==> config.mk <==
export PLATFORM = sky130hd
export DESIGN_NAME = decode_subsys
export DESIGN_NICKNAME = d
export VERILOG_FILES = /design/src/common/mips_decode_pkg.sv /design/src/decoder/id_i.sv /design/src/decoder/id_r.sv /design/src/decoder/inst_decode.sv /design/src/verilog/apb_inst_port.sv /design/src/verilog/decode_subsys.sv /design/src/verilog/inst_queue.sv
export VERILOG_INCLUDE_DIRS = /design/src /design/src/common
export SDC_FILE = /design/constraint.sdc
export NUM_CORES = 1
export LEC_CHECK = 0
export ABC_CLOCK_PERIOD_IN_PS = 5050
export BUFFER_PORTS_ARGS = -buffer_cell sky130_fd_sc_hd__buf_2
export CAP_MARGIN = 30
export CORE_UTILIZATION = 58
export DETAILED_ROUTE_END_ITERATION = 8
export PLACE_DENSITY = 0.91
export SLEW_MARGIN = 0
export SYNTH_ARGS = -nofsm -noshare
export SYNTH_HDL_FRONTEND = slang
export SYNTH_SLANG_ARGS = --single-unit
==> constraint.sdc <==
create_clock -name clk -period 5.05 [get_ports clk]
set_input_delay 0.2525 -clock clk [delete_from_list [all_inputs] [get_ports clk]]
set_output_delay 0.2525 -clock clk [all_outputs]
set_load 0.05 [all_outputs]
==> src/common/mips_decode_consts.svh <==
`ifndef MIPS_DECODE_CONSTS_SVH
`define MIPS_DECODE_CONSTS_SVH

// instruction word and its fields
`define INST_W      32
`define OPC_MSB     31
`define OPC_LSB     26
`define REG_W       5
`define SHAMT_W     5
`define IMM_W       16
`define JT_W        26   // j/jal target index

// apb register map
`define APB_ADDR_W     8
`define APB_ADDR_INST  8'h00  // write only, pushes a word
`define APB_ADDR_STAT  8'h04  // read only, queue count in low bits

// instruction queue
`define QUEUE_DEPTH  8
`define QCNT_W       4    // holds 0..QUEUE_DEPTH

`endif

==> src/common/mips_decode_pkg.sv <==
package mips_decode_pkg;

    // decoded operation handed to the back end
    typedef enum logic [7:0] {
        OP_INVALID = 8'h00,
        // branch and jump
        OP_BLTZ, OP_BGEZ, OP_BLTZAL, OP_BGEZAL,
        OP_BEQ, OP_BNE, OP_BLEZ, OP_BGTZ,
        OP_J, OP_JAL, OP_JR, OP_JALR,
        // alu
        OP_ADD, OP_SLT, OP_AND, OP_OR, OP_XOR, OP_LU,
        OP_SUB, OP_NOR, OP_SLL, OP_SRL, OP_SRA,
        // memory
        OP_LB, OP_LH, OP_LW, OP_LWL, OP_LWR,
        OP_SB, OP_SH, OP_SW, OP_SWL, OP_SWR, OP_CACHE,
        // cp0 and traps
        OP_MFC0, OP_MTC0, OP_ERET, OP_WAIT,
        OP_TLBWI, OP_TLBP, OP_SYSCALL, OP_BREAK
    } op_t;

    typedef enum logic [1:0] {
        IDLE,
        SETUP,
        ACCESS
    } apb_state_t;

    // primary opcode field, inst[31:26]
    typedef enum logic [5:0] {
        OPC_SPECIAL = 6'h00, OPC_REGIMM = 6'h01, OPC_J    = 6'h02, OPC_JAL   = 6'h03,
        OPC_BEQ     = 6'h04, OPC_BNE    = 6'h05, OPC_BLEZ = 6'h06, OPC_BGTZ  = 6'h07,
        OPC_ADDI    = 6'h08, OPC_ADDIU  = 6'h09, OPC_SLTI = 6'h0a, OPC_SLTIU = 6'h0b,
        OPC_ANDI    = 6'h0c, OPC_ORI    = 6'h0d, OPC_XORI = 6'h0e, OPC_LUI   = 6'h0f,
        OPC_COP0    = 6'h10,
        OPC_LB      = 6'h20, OPC_LH     = 6'h21, OPC_LWL  = 6'h22, OPC_LW    = 6'h23,
        OPC_LBU     = 6'h24, OPC_LHU    = 6'h25, OPC_LWR  = 6'h26,
        OPC_SB      = 6'h28, OPC_SH     = 6'h29, OPC_SWL  = 6'h2a, OPC_SW    = 6'h2b,
        OPC_SWR     = 6'h2e, OPC_CACHE  = 6'h2f
    } opcode_t;

    // function field of SPECIAL
    typedef enum logic [5:0] {
        FN_SLL  = 6'h00, FN_SRL  = 6'h02, FN_SRA     = 6'h03,
        FN_JR   = 6'h08, FN_JALR = 6'h09, FN_SYSCALL = 6'h0c, FN_BREAK = 6'h0d,
        FN_ADD  = 6'h20, FN_ADDU = 6'h21, FN_SUB     = 6'h22, FN_SUBU  = 6'h23,
        FN_AND  = 6'h24, FN_OR   = 6'h25, FN_XOR     = 6'h26, FN_NOR   = 6'h27,
        FN_SLT  = 6'h2a
    } funct_t;

    // function field of COP0 with the CO bit set
    typedef enum logic [5:0] {
        CO_TLBWI = 6'h02,
        CO_TLBP  = 6'h08,
        CO_ERET  = 6'h18,
        CO_WAIT  = 6'h20
    } cop0_fn_t;

endpackage

==> src/decoder/id_i.sv <==
`timescale 1ns/10ps
`include "mips_decode_consts.svh"

module id_i
    import mips_decode_pkg::*;
(
    input  logic [`INST_W-1:0] inst,
    output op_t                op,
    output logic [`REG_W-1:0]  reg_s,
    output logic [`REG_W-1:0]  reg_t,
    output logic [`IMM_W-1:0]  immediate,
    output logic               flag_unsigned
);

    opcode_t  opc;
    cop0_fn_t co_fn;

    assign opc       = opcode_t'(inst[`OPC_MSB:`OPC_LSB]);
    assign co_fn     = cop0_fn_t'(inst[5:0]);
    assign reg_s     = inst[25:21];
    assign reg_t     = inst[20:16];
    assign immediate = inst[`IMM_W-1:0];

    // addiu sltiu lbu lhu
    assign flag_unsigned = opc inside {OPC_ADDIU, OPC_SLTIU, OPC_LBU, OPC_LHU};

    always_comb begin
        op = OP_INVALID;
        case (opc)
            OPC_REGIMM: begin           // branch kind sits in rt
                case (reg_t)
                    5'h00:   op = OP_BLTZ;
                    5'h01:   op = OP_BGEZ;
                    5'h10:   op = OP_BLTZAL;
                    5'h11:   op = OP_BGEZAL;
                    default: op = OP_INVALID;
                endcase
            end
            OPC_BEQ:              op = OP_BEQ;
            OPC_BNE:              op = OP_BNE;
            OPC_BLEZ:             op = OP_BLEZ;
            OPC_BGTZ:             op = OP_BGTZ;
            OPC_ADDI, OPC_ADDIU:  op = OP_ADD;
            OPC_SLTI, OPC_SLTIU:  op = OP_SLT;
            OPC_ANDI:             op = OP_AND;
            OPC_ORI:              op = OP_OR;
            OPC_XORI:             op = OP_XOR;
            OPC_LUI:              op = OP_LU;
            OPC_COP0: begin
                if (reg_s == 5'h00)
                    op = OP_MFC0;
                else if (reg_s == 5'h04)
                    op = OP_MTC0;
                else if (reg_s[4]) begin    // CO form, pick by funct
                    case (co_fn)
                        CO_ERET:  op = OP_ERET;
                        CO_WAIT:  op = OP_WAIT;
                        CO_TLBWI: op = OP_TLBWI;
                        CO_TLBP:  op = OP_TLBP;
                        default:  op = OP_INVALID;
                    endcase
                end
            end
            OPC_LB, OPC_LBU:      op = OP_LB;
            OPC_LH, OPC_LHU:      op = OP_LH;
            OPC_LW:               op = OP_LW;
            OPC_LWL:              op = OP_LWL;
            OPC_LWR:              op = OP_LWR;
            OPC_SB:               op = OP_SB;
            OPC_SH:               op = OP_SH;
            OPC_SW:               op = OP_SW;
            OPC_SWL:              op = OP_SWL;
            OPC_SWR:              op = OP_SWR;
            OPC_CACHE:            op = OP_CACHE;
            default:              op = OP_INVALID;  // ll/sc and cop1/2 too
        endcase
    end

endmodule

==> src/decoder/id_r.sv <==
`timescale 1ns/10ps
`include "mips_decode_consts.svh"

module id_r
    import mips_decode_pkg::*;
(
    input  logic [`INST_W-1:0]   inst,
    output op_t                  op,
    output logic [`REG_W-1:0]    reg_d,
    output logic [`SHAMT_W-1:0]  shamt
);

    funct_t fn;

    assign fn    = funct_t'(inst[5:0]);
    assign reg_d = inst[15:11];
    assign shamt = inst[10:6];

    always_comb begin
        case (fn)
            // overflow and unsigned forms share one op
            FN_ADD, FN_ADDU: op = OP_ADD;
            FN_SUB, FN_SUBU: op = OP_SUB;
            FN_AND:          op = OP_AND;
            FN_OR:           op = OP_OR;
            FN_XOR:          op = OP_XOR;
            FN_NOR:          op = OP_NOR;
            FN_SLT:          op = OP_SLT;
            // shifts by shamt
            FN_SLL:          op = OP_SLL;
            FN_SRL:          op = OP_SRL;
            FN_SRA:          op = OP_SRA;
            // register jumps
            FN_JR:           op = OP_JR;
            FN_JALR:         op = OP_JALR;
            // traps
            FN_SYSCALL:      op = OP_SYSCALL;
            FN_BREAK:        op = OP_BREAK;
            default:         op = OP_INVALID;  // sltu, mult, div etc
        endcase
    end

endmodule

==> src/decoder/inst_decode.sv <==
`timescale 1ns/10ps
`include "mips_decode_consts.svh"

module inst_decode
    import mips_decode_pkg::*;
(
    input  logic                  clk,
    input  logic                  reset,
    input  logic [`INST_W-1:0]    head,
    input  logic                  empty,
    output logic                  pop,
    input  logic                  out_ready,
    output logic                  out_valid,
    output op_t                   op,
    output logic [`REG_W-1:0]     reg_s,
    output logic [`REG_W-1:0]     reg_t,
    output logic [`REG_W-1:0]     reg_d,
    output logic [`SHAMT_W-1:0]   shamt,
    output logic [`IMM_W-1:0]     immediate,
    output logic [`JT_W-1:0]      jump_target,
    output logic                  flag_unsigned
);

    opcode_t             opc;
    op_t                 i_op;
    op_t                 r_op;
    op_t                 dec_op;
    logic [`REG_W-1:0]   i_reg_s;
    logic [`REG_W-1:0]   i_reg_t;
    logic [`REG_W-1:0]   r_reg_d;
    logic [`SHAMT_W-1:0] r_shamt;
    logic [`IMM_W-1:0]   i_imm;
    logic                i_unsigned;
    logic                dec_unsigned;

    id_i u_id_i (
        .inst          (head),
        .op            (i_op),
        .reg_s         (i_reg_s),
        .reg_t         (i_reg_t),
        .immediate     (i_imm),
        .flag_unsigned (i_unsigned)
    );

    id_r u_id_r (
        .inst  (head),
        .op    (r_op),
        .reg_d (r_reg_d),
        .shamt (r_shamt)
    );

    assign opc = opcode_t'(head[`OPC_MSB:`OPC_LSB]);

    // take a word when the output slot is free or draining
    assign pop = !empty && (!out_valid || out_ready);

    always_comb begin
        case (opc)
            OPC_SPECIAL: begin
                dec_op       = r_op;
                // addu/subu differ from add/sub in funct bit 0
                dec_unsigned = ((r_op == OP_ADD) || (r_op == OP_SUB)) && head[0];
            end
            OPC_J: begin
                dec_op       = OP_J;
                dec_unsigned = 1'b0;
            end
            OPC_JAL: begin
                dec_op       = OP_JAL;
                dec_unsigned = 1'b0;
            end
            default: begin
                dec_op       = i_op;
                dec_unsigned = i_unsigned;
            end
        endcase
    end

    always_ff @(posedge clk) begin
        if (reset)
            out_valid <= 1'b0;
        else if (pop)
            out_valid <= 1'b1;
        else if (out_ready)
            out_valid <= 1'b0;    // taken, nothing behind it
    end

    always_ff @(posedge clk) begin
        if (pop) begin
            op            <= dec_op;
            reg_s         <= i_reg_s;
            reg_t         <= i_reg_t;
            reg_d         <= r_reg_d;
            shamt         <= r_shamt;
            immediate     <= i_imm;
            jump_target   <= head[`JT_W-1:0];
            flag_unsigned <= dec_unsigned;
        end
    end

endmodule

==> src/verilog/apb_inst_port.sv <==
`timescale 1ns/10ps
`include "mips_decode_consts.svh"

module apb_inst_port
    import mips_decode_pkg::*;
(
    input  logic                   clk,
    input  logic                   reset,
    input  logic                   psel,
    input  logic                   penable,
    input  logic                   pwrite,
    input  logic [`APB_ADDR_W-1:0] paddr,
    input  logic [`INST_W-1:0]     pwdata,
    output logic [`INST_W-1:0]     prdata,
    output logic                   pready,
    output logic                   pslverr,
    input  logic                   full,
    input  logic [`QCNT_W-1:0]     count,
    output logic                   push,
    output logic [`INST_W-1:0]     push_data
);

    apb_state_t state;
    apb_state_t state_next;
    logic       access;
    logic       hit_inst;
    logic       hit_stat;
    logic       stall;

    assign hit_inst = (paddr == `APB_ADDR_INST);
    assign hit_stat = (paddr == `APB_ADDR_STAT);

    // access phase only counts once a setup cycle was seen
    assign access = psel && penable && (state != IDLE);
    assign stall  = hit_inst && pwrite && full;   // back-pressure

    assign pready    = access && !stall;
    assign pslverr   = access && !hit_inst && !hit_stat;
    assign push      = pready && pwrite && hit_inst;
    assign push_data = pwdata;

    always_comb begin
        prdata = '0;
        if (access && !pwrite && hit_stat)
            prdata[`QCNT_W-1:0] = count;
    end

    always_comb begin
        state_next = state;
        case (state)
            IDLE: begin
                if (psel && !penable)
                    state_next = SETUP;
            end
            SETUP, ACCESS: begin
                if (!psel)
                    state_next = IDLE;
                else if (!penable)
                    state_next = SETUP;       // fresh transfer
                else if (pready)
                    state_next = IDLE;        // done this edge
                else
                    state_next = ACCESS;      // waiting on queue room
            end
            default: state_next = IDLE;
        endcase
    end

    always_ff @(posedge clk) begin
        if (reset)
            state <= IDLE;
        else
            state <= state_next;
    end

endmodule

==> src/verilog/decode_subsys.sv <==
`timescale 1ns/10ps
`include "mips_decode_consts.svh"

module decode_subsys
    import mips_decode_pkg::*;
(
    input  logic                   clk,
    input  logic                   reset,
    input  logic                   psel,
    input  logic                   penable,
    input  logic                   pwrite,
    input  logic [`APB_ADDR_W-1:0] paddr,
    input  logic [`INST_W-1:0]     pwdata,
    output logic [`INST_W-1:0]     prdata,
    output logic                   pready,
    output logic                   pslverr,
    input  logic                   out_ready,
    output logic                   out_valid,
    output op_t                    op,
    output logic [`REG_W-1:0]      reg_s,
    output logic [`REG_W-1:0]      reg_t,
    output logic [`REG_W-1:0]      reg_d,
    output logic [`SHAMT_W-1:0]    shamt,
    output logic [`IMM_W-1:0]      immediate,
    output logic [`JT_W-1:0]       jump_target,
    output logic                   flag_unsigned
);

    logic               push;
    logic [`INST_W-1:0] push_data;
    logic               pop;
    logic [`INST_W-1:0] head;
    logic               empty;
    logic               full;
    logic [`QCNT_W-1:0] count;

    apb_inst_port u_port (
        .clk       (clk),
        .reset     (reset),
        .psel      (psel),
        .penable   (penable),
        .pwrite    (pwrite),
        .paddr     (paddr),
        .pwdata    (pwdata),
        .prdata    (prdata),
        .pready    (pready),
        .pslverr   (pslverr),
        .full      (full),
        .count     (count),
        .push      (push),
        .push_data (push_data)
    );

    inst_queue #(
        .QUEUE_DEPTH (`QUEUE_DEPTH)
    ) u_queue (
        .clk       (clk),
        .reset     (reset),
        .push      (push),
        .push_data (push_data),
        .pop       (pop),
        .head      (head),
        .empty     (empty),
        .full      (full),
        .count     (count)
    );

    inst_decode u_decode (
        .clk           (clk),
        .reset         (reset),
        .head          (head),
        .empty         (empty),
        .pop           (pop),
        .out_ready     (out_ready),
        .out_valid     (out_valid),
        .op            (op),
        .reg_s         (reg_s),
        .reg_t         (reg_t),
        .reg_d         (reg_d),
        .shamt         (shamt),
        .immediate     (immediate),
        .jump_target   (jump_target),
        .flag_unsigned (flag_unsigned)
    );

endmodule

==> src/verilog/inst_queue.sv <==
`timescale 1ns/10ps
`include "mips_decode_consts.svh"

module inst_queue #(
    parameter int QUEUE_DEPTH = `QUEUE_DEPTH
) (
    input  logic                               clk,
    input  logic                               reset,
    input  logic                               push,
    input  logic [`INST_W-1:0]                 push_data,
    input  logic                               pop,
    output logic [`INST_W-1:0]                 head,
    output logic                               empty,
    output logic                               full,
    output logic [$clog2(QUEUE_DEPTH+1)-1:0]   count
);

    localparam int PTR_W = (QUEUE_DEPTH > 1) ? $clog2(QUEUE_DEPTH) : 1;
    localparam int CNT_W = $clog2(QUEUE_DEPTH + 1);

    logic [`INST_W-1:0] mem [QUEUE_DEPTH];
    logic [PTR_W-1:0]   wr_ptr;
    logic [PTR_W-1:0]   rd_ptr;
    logic               push_d;
    logic               do_push;
    logic               do_pop;

    assign full    = (count == CNT_W'(QUEUE_DEPTH));
    assign do_push = push && !full;
    assign do_pop  = pop && !empty;

    // newest entry becomes readable one cycle after its write
    assign empty = (count == '0) || ((count == CNT_W'(1)) && push_d);
    assign head  = mem[rd_ptr];   // show-ahead

    always_ff @(posedge clk) begin
        if (do_push)
            mem[wr_ptr] <= push_data;
    end

    always_ff @(posedge clk) begin
        if (reset) begin
            wr_ptr <= '0;
            rd_ptr <= '0;
            count  <= '0;
            push_d <= 1'b0;
        end else begin
            push_d <= do_push;
            if (do_push)
                wr_ptr <= (wr_ptr == PTR_W'(QUEUE_DEPTH - 1)) ? '0 : wr_ptr + 1'b1;
            if (do_pop)
                rd_ptr <= (rd_ptr == PTR_W'(QUEUE_DEPTH - 1)) ? '0 : rd_ptr + 1'b1;
            case ({do_push, do_pop})
                2'b10:   count <= count + 1'b1;
                2'b01:   count <= count - 1'b1;
                default: count <= count;   // none, or both at once
            endcase
        end
    end

endmodule

After elaboration in Yosys (flattened, before gate mapping)
Memories as Yosys holds them, arrays and structs flattened. A register that Yosys moved wholly into a read port is not among the register bits.
Cells that the tools add are included.
{"block": "op_classes", "addsub": 4, "eq_ne": 49, "muxes": 23, "n_reduce_logical": 44}
{"op": "8-bit one-hot mux with 23 select lines", "n": 1}
{"op": "6-bit == test (second input constant)", "n": 14}
{"op": "6-bit by 4-bit == test with 1-bit output (second input constant)", "n": 9}
{"op": "6-bit by 3-bit == test with 1-bit output (second input constant)", "n": 4}
{"op": "6-bit one-hot mux with 4 select lines", "n": 1}
{"op": "8-bit one-hot mux with 3 select lines", "n": 1}
{"op": "6-bit by 2-bit == test with 1-bit output (second input constant)", "n": 3}
{"op": "6-bit two-way mux", "n": 3}
{"op": "1-bit logical AND", "n": 17}
{"op": "6-bit by 5-bit == test with 1-bit output (second input constant)", "n": 2}
{"op": "3-bit two-way mux", "n": 4}
{"op": "3-bit one-hot mux with 4 select lines", "n": 1}
{"op": "2-bit OR reduction", "n": 6}
{"op": "5-bit == test (second input constant)", "n": 2}
{"op": "5-bit logical NOT", "n": 2}
{"op": "8-bit by 3-bit == test with 1-bit output (second input constant)", "n": 1}
{"op": "8-bit by 4-bit == test with 1-bit output (second input constant)", "n": 1}
{"op": "8-bit by 5-bit == test with 1-bit output (second input constant)", "n": 1}
{"op": "1-bit logical NOT", "n": 8}
{"op": "8-bit logical NOT", "n": 1}
{"op": "2-bit two-way mux", "n": 4}
{"op": "4-bit one-hot mux with 2 select lines", "n": 1}
{"op": "3-bit by 1-bit adder with 3-bit output (second input constant)", "n": 2}
{"op": "3-bit == test (second input constant)", "n": 2}
{"op": "20 further kinds", "n": 29}
{"block": "totals", "register_bits": 85, "ramBits": 256, "mem_bits_ro": 384, "in_bits": 46, "out_inout_bits": 106, "wordCells": 136, "n_memories": 2}
{"name": "(name not given)", "depth": 64, "word_bits": 6, "read_ports": 1, "rd_clocked_by_memory_dff": 0, "write_ports": 0, "line_no": "id_r.sv:20", "text": "case (fn)"}
{"name": "u_queue.mem", "depth": 8, "word_bits": 32, "read_ports": 1, "rd_clocked_by_memory_dff": 1, "write_ports": 1, "line_no": "inst_queue.sv:21", "text": "logic [`INST_W-1:0] mem [QUEUE_DEPTH];"}

Depth between registers and ports, before layout
{"block": "logic_depth", "ltp_word": 10, "depth_mapped": 13, "ltp_nobuf": 10}

Hierarchy
From an unflattened synthesis, not the netlist that was laid out.
{"block": "hier_totals", "hier_cells": 831, "area_unflattened_um2": 14854.2}
{"mod": "inst_queue", "instances": 1, "cells_each": 448, "area_each_um2": 10500.1, "seq_area_each_um2": 7967.6}
{"mod": "inst_decode", "instances": 1, "cells_each": 120, "area_each_um2": 2449.8, "seq_area_each_um2": 2152.1}
{"mod": "id_i", "instances": 1, "cells_each": 123, "area_each_um2": 844.6, "seq_area_each_um2": 0.0}
{"mod": "apb_inst_port", "instances": 1, "cells_each": 88, "area_each_um2": 691.9, "seq_area_each_um2": 40.0}
{"mod": "id_r", "instances": 1, "cells_each": 52, "area_each_um2": 367.9, "seq_area_each_um2": 0.0}

Worst setup path before layout
No wires, ideal clock.
{"block": "synth_path", "kind": "reg2reg", "from": "register u_port.state[0]", "to": "memory u_queue.mem[4][0] in the netlist's numbering (enable)", "setup_ns": 0.468, "arrival_ns": 3.965, "required_ns": 4.582, "path_slack_ns": 0.617, "path_stages_with_launch": 8, "path_buffers": 0, "period_less_slack_ns": 4.433, "cell_sequence": "dfxtp_1 -> inv_1 -> ha_1 -> nand3b_1 -> nor2_1 -> nand4b_1 -> or2_2 -> nor3b_1"}
{"block": "synth_between", "elab_chain_cells": 8}
{"element": "start, declared", "line_no": "apb_inst_port.sv:23", "text": "apb_state_t state;"}
{"element": "start signal, assigned", "line_no": "apb_inst_port.sv:73", "text": "state <= state_next;"}
{"element": "2-bit nonzero test", "line_no": "apb_inst_port.sv:34", "text": "assign access = psel && penable && (state != IDLE);"}
{"element": "1-bit logical AND", "line_no": "apb_inst_port.sv:34"}
{"element": "1-bit logical AND", "line_no": "apb_inst_port.sv:37", "text": "assign pready = access && !stall;"}
{"element": "1-bit logical AND (2 in series)", "line_no": "apb_inst_port.sv:39", "text": "assign push = pready && pwrite && hit_inst;"}
{"element": "1-bit logical AND", "line_no": "inst_queue.sv:29", "text": "assign do_push = push && !full;"}
{"element": "1-bit two-way mux", "line_no": "inst_queue.sv:37", "text": "if (do_push)"}
{"element": "1-bit two-way mux (not written as such)", "line_no": "inst_queue.sv:38", "text": "mem[wr_ptr] <= push_data;"}
{"element": "end, declared", "line_no": "inst_queue.sv:21"}
Every way passes these cells.

==> impl_metrics.tcl <==
set metrics [dict create \
    yosysWarnings 0 \
    ios 152 \
    cts_tree "built" \
    clk_latency_ns 0.55 \
    synth_area_per_cell_um2 18.0 \
    post_drt_via_cell_ratio 6.00 \
    tightest_slew_ns 0.837 \
    power_mw 8.29 \
    critPathBufInv 1 \
    synth_largest_area_cell "edfxtp_1" \
    critPathTopFamily "multiplexers" \
    post-route-util 0.676 \
    clock_skew_ns 0.00889 \
    cp_slowest_cell "dfxtp_4" \
    synth-simple-area-share 0.0451 \
    rows 54 \
    synth_area_um2 12800 \
    antenna_found_initial 1 \
    drv_slew 0 \
    cts_max_level 1 \
    start_kind "flop" \
    hold_path.class "in2reg" \
    clock-sinks 306 \
    synth_fa_ha_area_frac 0.0146 \
    synth_top_family_by_area "multiplexers" \
    period_minus_slack_ns 3.88 \
    p_clk_frac 0.251 \
    hpwlAfterDp_mm 14.9 \
    path_max_fanout 20 \
    clkTransAtPathRegs_ns 0.06 \
    wl_per_cell_um 22.1 \
    dieArea_um2 22700 \
    place_congestion 0.892 \
    p_sw_frac 0.381 \
    die_h_um 151 \
    root_buffer "clkbuf_16" \
    p_seq_frac 0.384 \
    p_leak_nw 5.00 \
    comb_power_share 0.365 \
    synth_xor_area_frac 0.00273 \
    fill_cells 1376 \
    final_common_cell "edfxtp_1" \
    dr_total_vias 6939 \
    final_cell_mix "edfxtp_1 (289), buf_2 (121), mux4_2 (64), dlygate4sd3_1 (31), conb_1 (30)" \
    synth-compound-area-share 0.0326 \
    coreArea_um2 21800 \
    power_density_nw_per_um2 564 \
    setup_tns_ns 0 \
    internal_power_mw 5.13 \
    synthMuxAreaShare 0.150 \
    critical_path_arrival_ns 4.24 \
    portBuffers 121 \
    endpoint_kind "flop" \
    hold-worst-slack_ns 0.0174 \
    crit_chain "mux4_2 -> mux2i_1 -> inv_1 -> ha_1 -> mux2_2 -> a221oi_2 -> or4b_1 -> a2bb2oi_1 -> o41ai_2" \
    peakVddDrop_mv 0.445 \
    grt_overflow 0 \
    finalCritPeriodShare 0.769 \
    grt_pass1_wl_mm 38.5 \
    status "finished clean" \
    initial_core_util 0.590 \
    layout-drive-gt1-share 0.322 \
    first_iter_violations 600 \
    final_antenna_net_count 0 \
    nNetsFinal 913 \
    cts_max_path_buffers 3 \
    postPlaceCellArea_um2 13500 \
    ys_ff_latch 306 \
    finalWirelength_mm 25.5 \
    slowest_delay_ns 0.60 \
    drcViolationCount 0 \
    ys_seq_area_frac 0.703 \
    drv_cap 0 \
    grt_pass1_vias 6852 \
    fmax_mhz 258 \
    required_ns 5.41 \
    area_delta_synth_final_pct 14.5 \
    fp.dieW_um 151 \
    fin_area_um2 14700 \
    cts_buffers 29 \
    async_flop_share 0 \
    ctsResizeCount 0 \
    dr.pass1.iters 5 \
    cts-hold-fix-buffers 31 \
    yosys.area.top_type_share 0.676 \
    crit_type "reg2reg" \
    rrSetupSlack_ns 1.17 \
    setup_viol 0 \
    grt_usage 0.232 \
    synth_edf_count 289 \
    power_switching_mw 3.16 \
    grt_start_max_net_pins 39 \
    synth_cell_types 60 \
    syn_inst 714 \
    maxSlewHeadroom 0.441 \
    ys.flop_type "edfxtp_1" \
    rsz0062_at_grt "false" \
    post_cts_buffers 0 \
    hold_viol_final 0 \
    netlist_top_cells_area "edfxtp_1 (68%), mux4_2 (11%), buf_4 (3.9%), dfxtp_1 (2.7%), mux2_2 (1.8%)" \
]
-- flip-flops by register name, summed over array words and instances, names as in the netlist, named ones only --
name	flops
u_queue.push_d	1
u_decode.op	6
u_queue.mem	256
u_queue.wr_ptr	3
u_decode.flag_unsigned	1
u_decode.out_valid	1
u_queue.rd_ptr	3
u_decode.jump_target	26
u_port.state	2
u_queue.count	4
-- cell families after synthesis --
logic type / count (synthesis)
buffers and inverters: 106
multiplexers: 108
flip-flops: 306
XOR/XNOR: 4
AO/OA/AOI/OAI: 62
AND/OR/NAND/NOR: 112
other: 1
adder cells (fa/ha/maj): 15
-- synthesized netlist by cell type (2+ instances only) --
| master | instances |
|---|---|
| a211oi_1 | 5 |
| a21boi_0 | 3 |
| a21oi_1 | 15 |
| a31oi_1 | 2 |
| and2_1 | 5 |
| buf_2 | 7 |
| buf_4 | 66 |
| clkbuf_1 | 13 |
| dfxtp_1 | 17 |
| edfxtp_1 | 289 |
| ha_1 | 15 |
| inv_1 | 15 |
| mux2_2 | 21 |
| mux2i_1 | 20 |
| mux4_2 | 64 |
| nand2_1 | 21 |
| nand2b_1 | 5 |
| nand3_1 | 10 |
| nand3b_1 | 3 |
| nand4_1 | 6 |
| nand4b_1 | 2 |
| nor2_1 | 31 |
| nor3_1 | 9 |
| nor3b_1 | 9 |
| nor4_1 | 4 |
| o211ai_1 | 4 |
| o21a_1 | 2 |
| o21ai_0 | 14 |
| o22ai_1 | 3 |
| o311ai_0 | 2 |
| xor2_1 | 3 |
-- layer usage --
metal | GRT usage | up-vias | wire length, um
met4 | 0.0725 | 0 | 769
li1 | - | 3035 | -
met5 | 0 | - | 0
met1 | 0.299 | 3474 | 9880
met2 | 0.399 | 365 | 13000
met3 | 0.0421 | 65 | 1930
-- through the flow --
step	setup slack, ns	cells
finish	1.17	1156
global route	0.880	1155
CTS	1.18	1155
detailed placement	1.22	1070
global placement	1.37	1070
floorplan	0.617	743
-- final timing paths --
path / end / cells past startpoint / from
worst min register to register: u_decode.out_valid / 2 / u_decode.out_valid
worst max register to register: u_decode.flag_unsigned / 9 / flop
worst min-delay path: u_queue.mem[6][3] / 1 / pwdata[3]
worst max-delay path: u_decode.flag_unsigned / 9 / flop
-- cell type report --
class                      count  area, um^2  area share
sequential                   306        9020       0.614
multi-input combinational    331        3310       0.226
timing repair buffer         166        1020      0.0695
clock buffer                  38         779      0.0530
tap                          280         350      0.0238
clock inverter                16         134     0.00911
inverter                      18        70.1     0.00477
antenna                        1        2.50    0.000170
-- power groups by stage --
stage | registers, mW | clock network, mW | logic, mW
finish | 3.19 | 2.08 | 3.03
global route | 3.22 | 2.19 | 3.21
CTS | 3.19 | 2.10 | 3.02
detailed placement | 3.24 | 0 | 2.97
global placement | 3.23 | 0 | 2.92
floorplan | 3.72 | 0 | 2.07
Power figures use the tool's default switching activity.
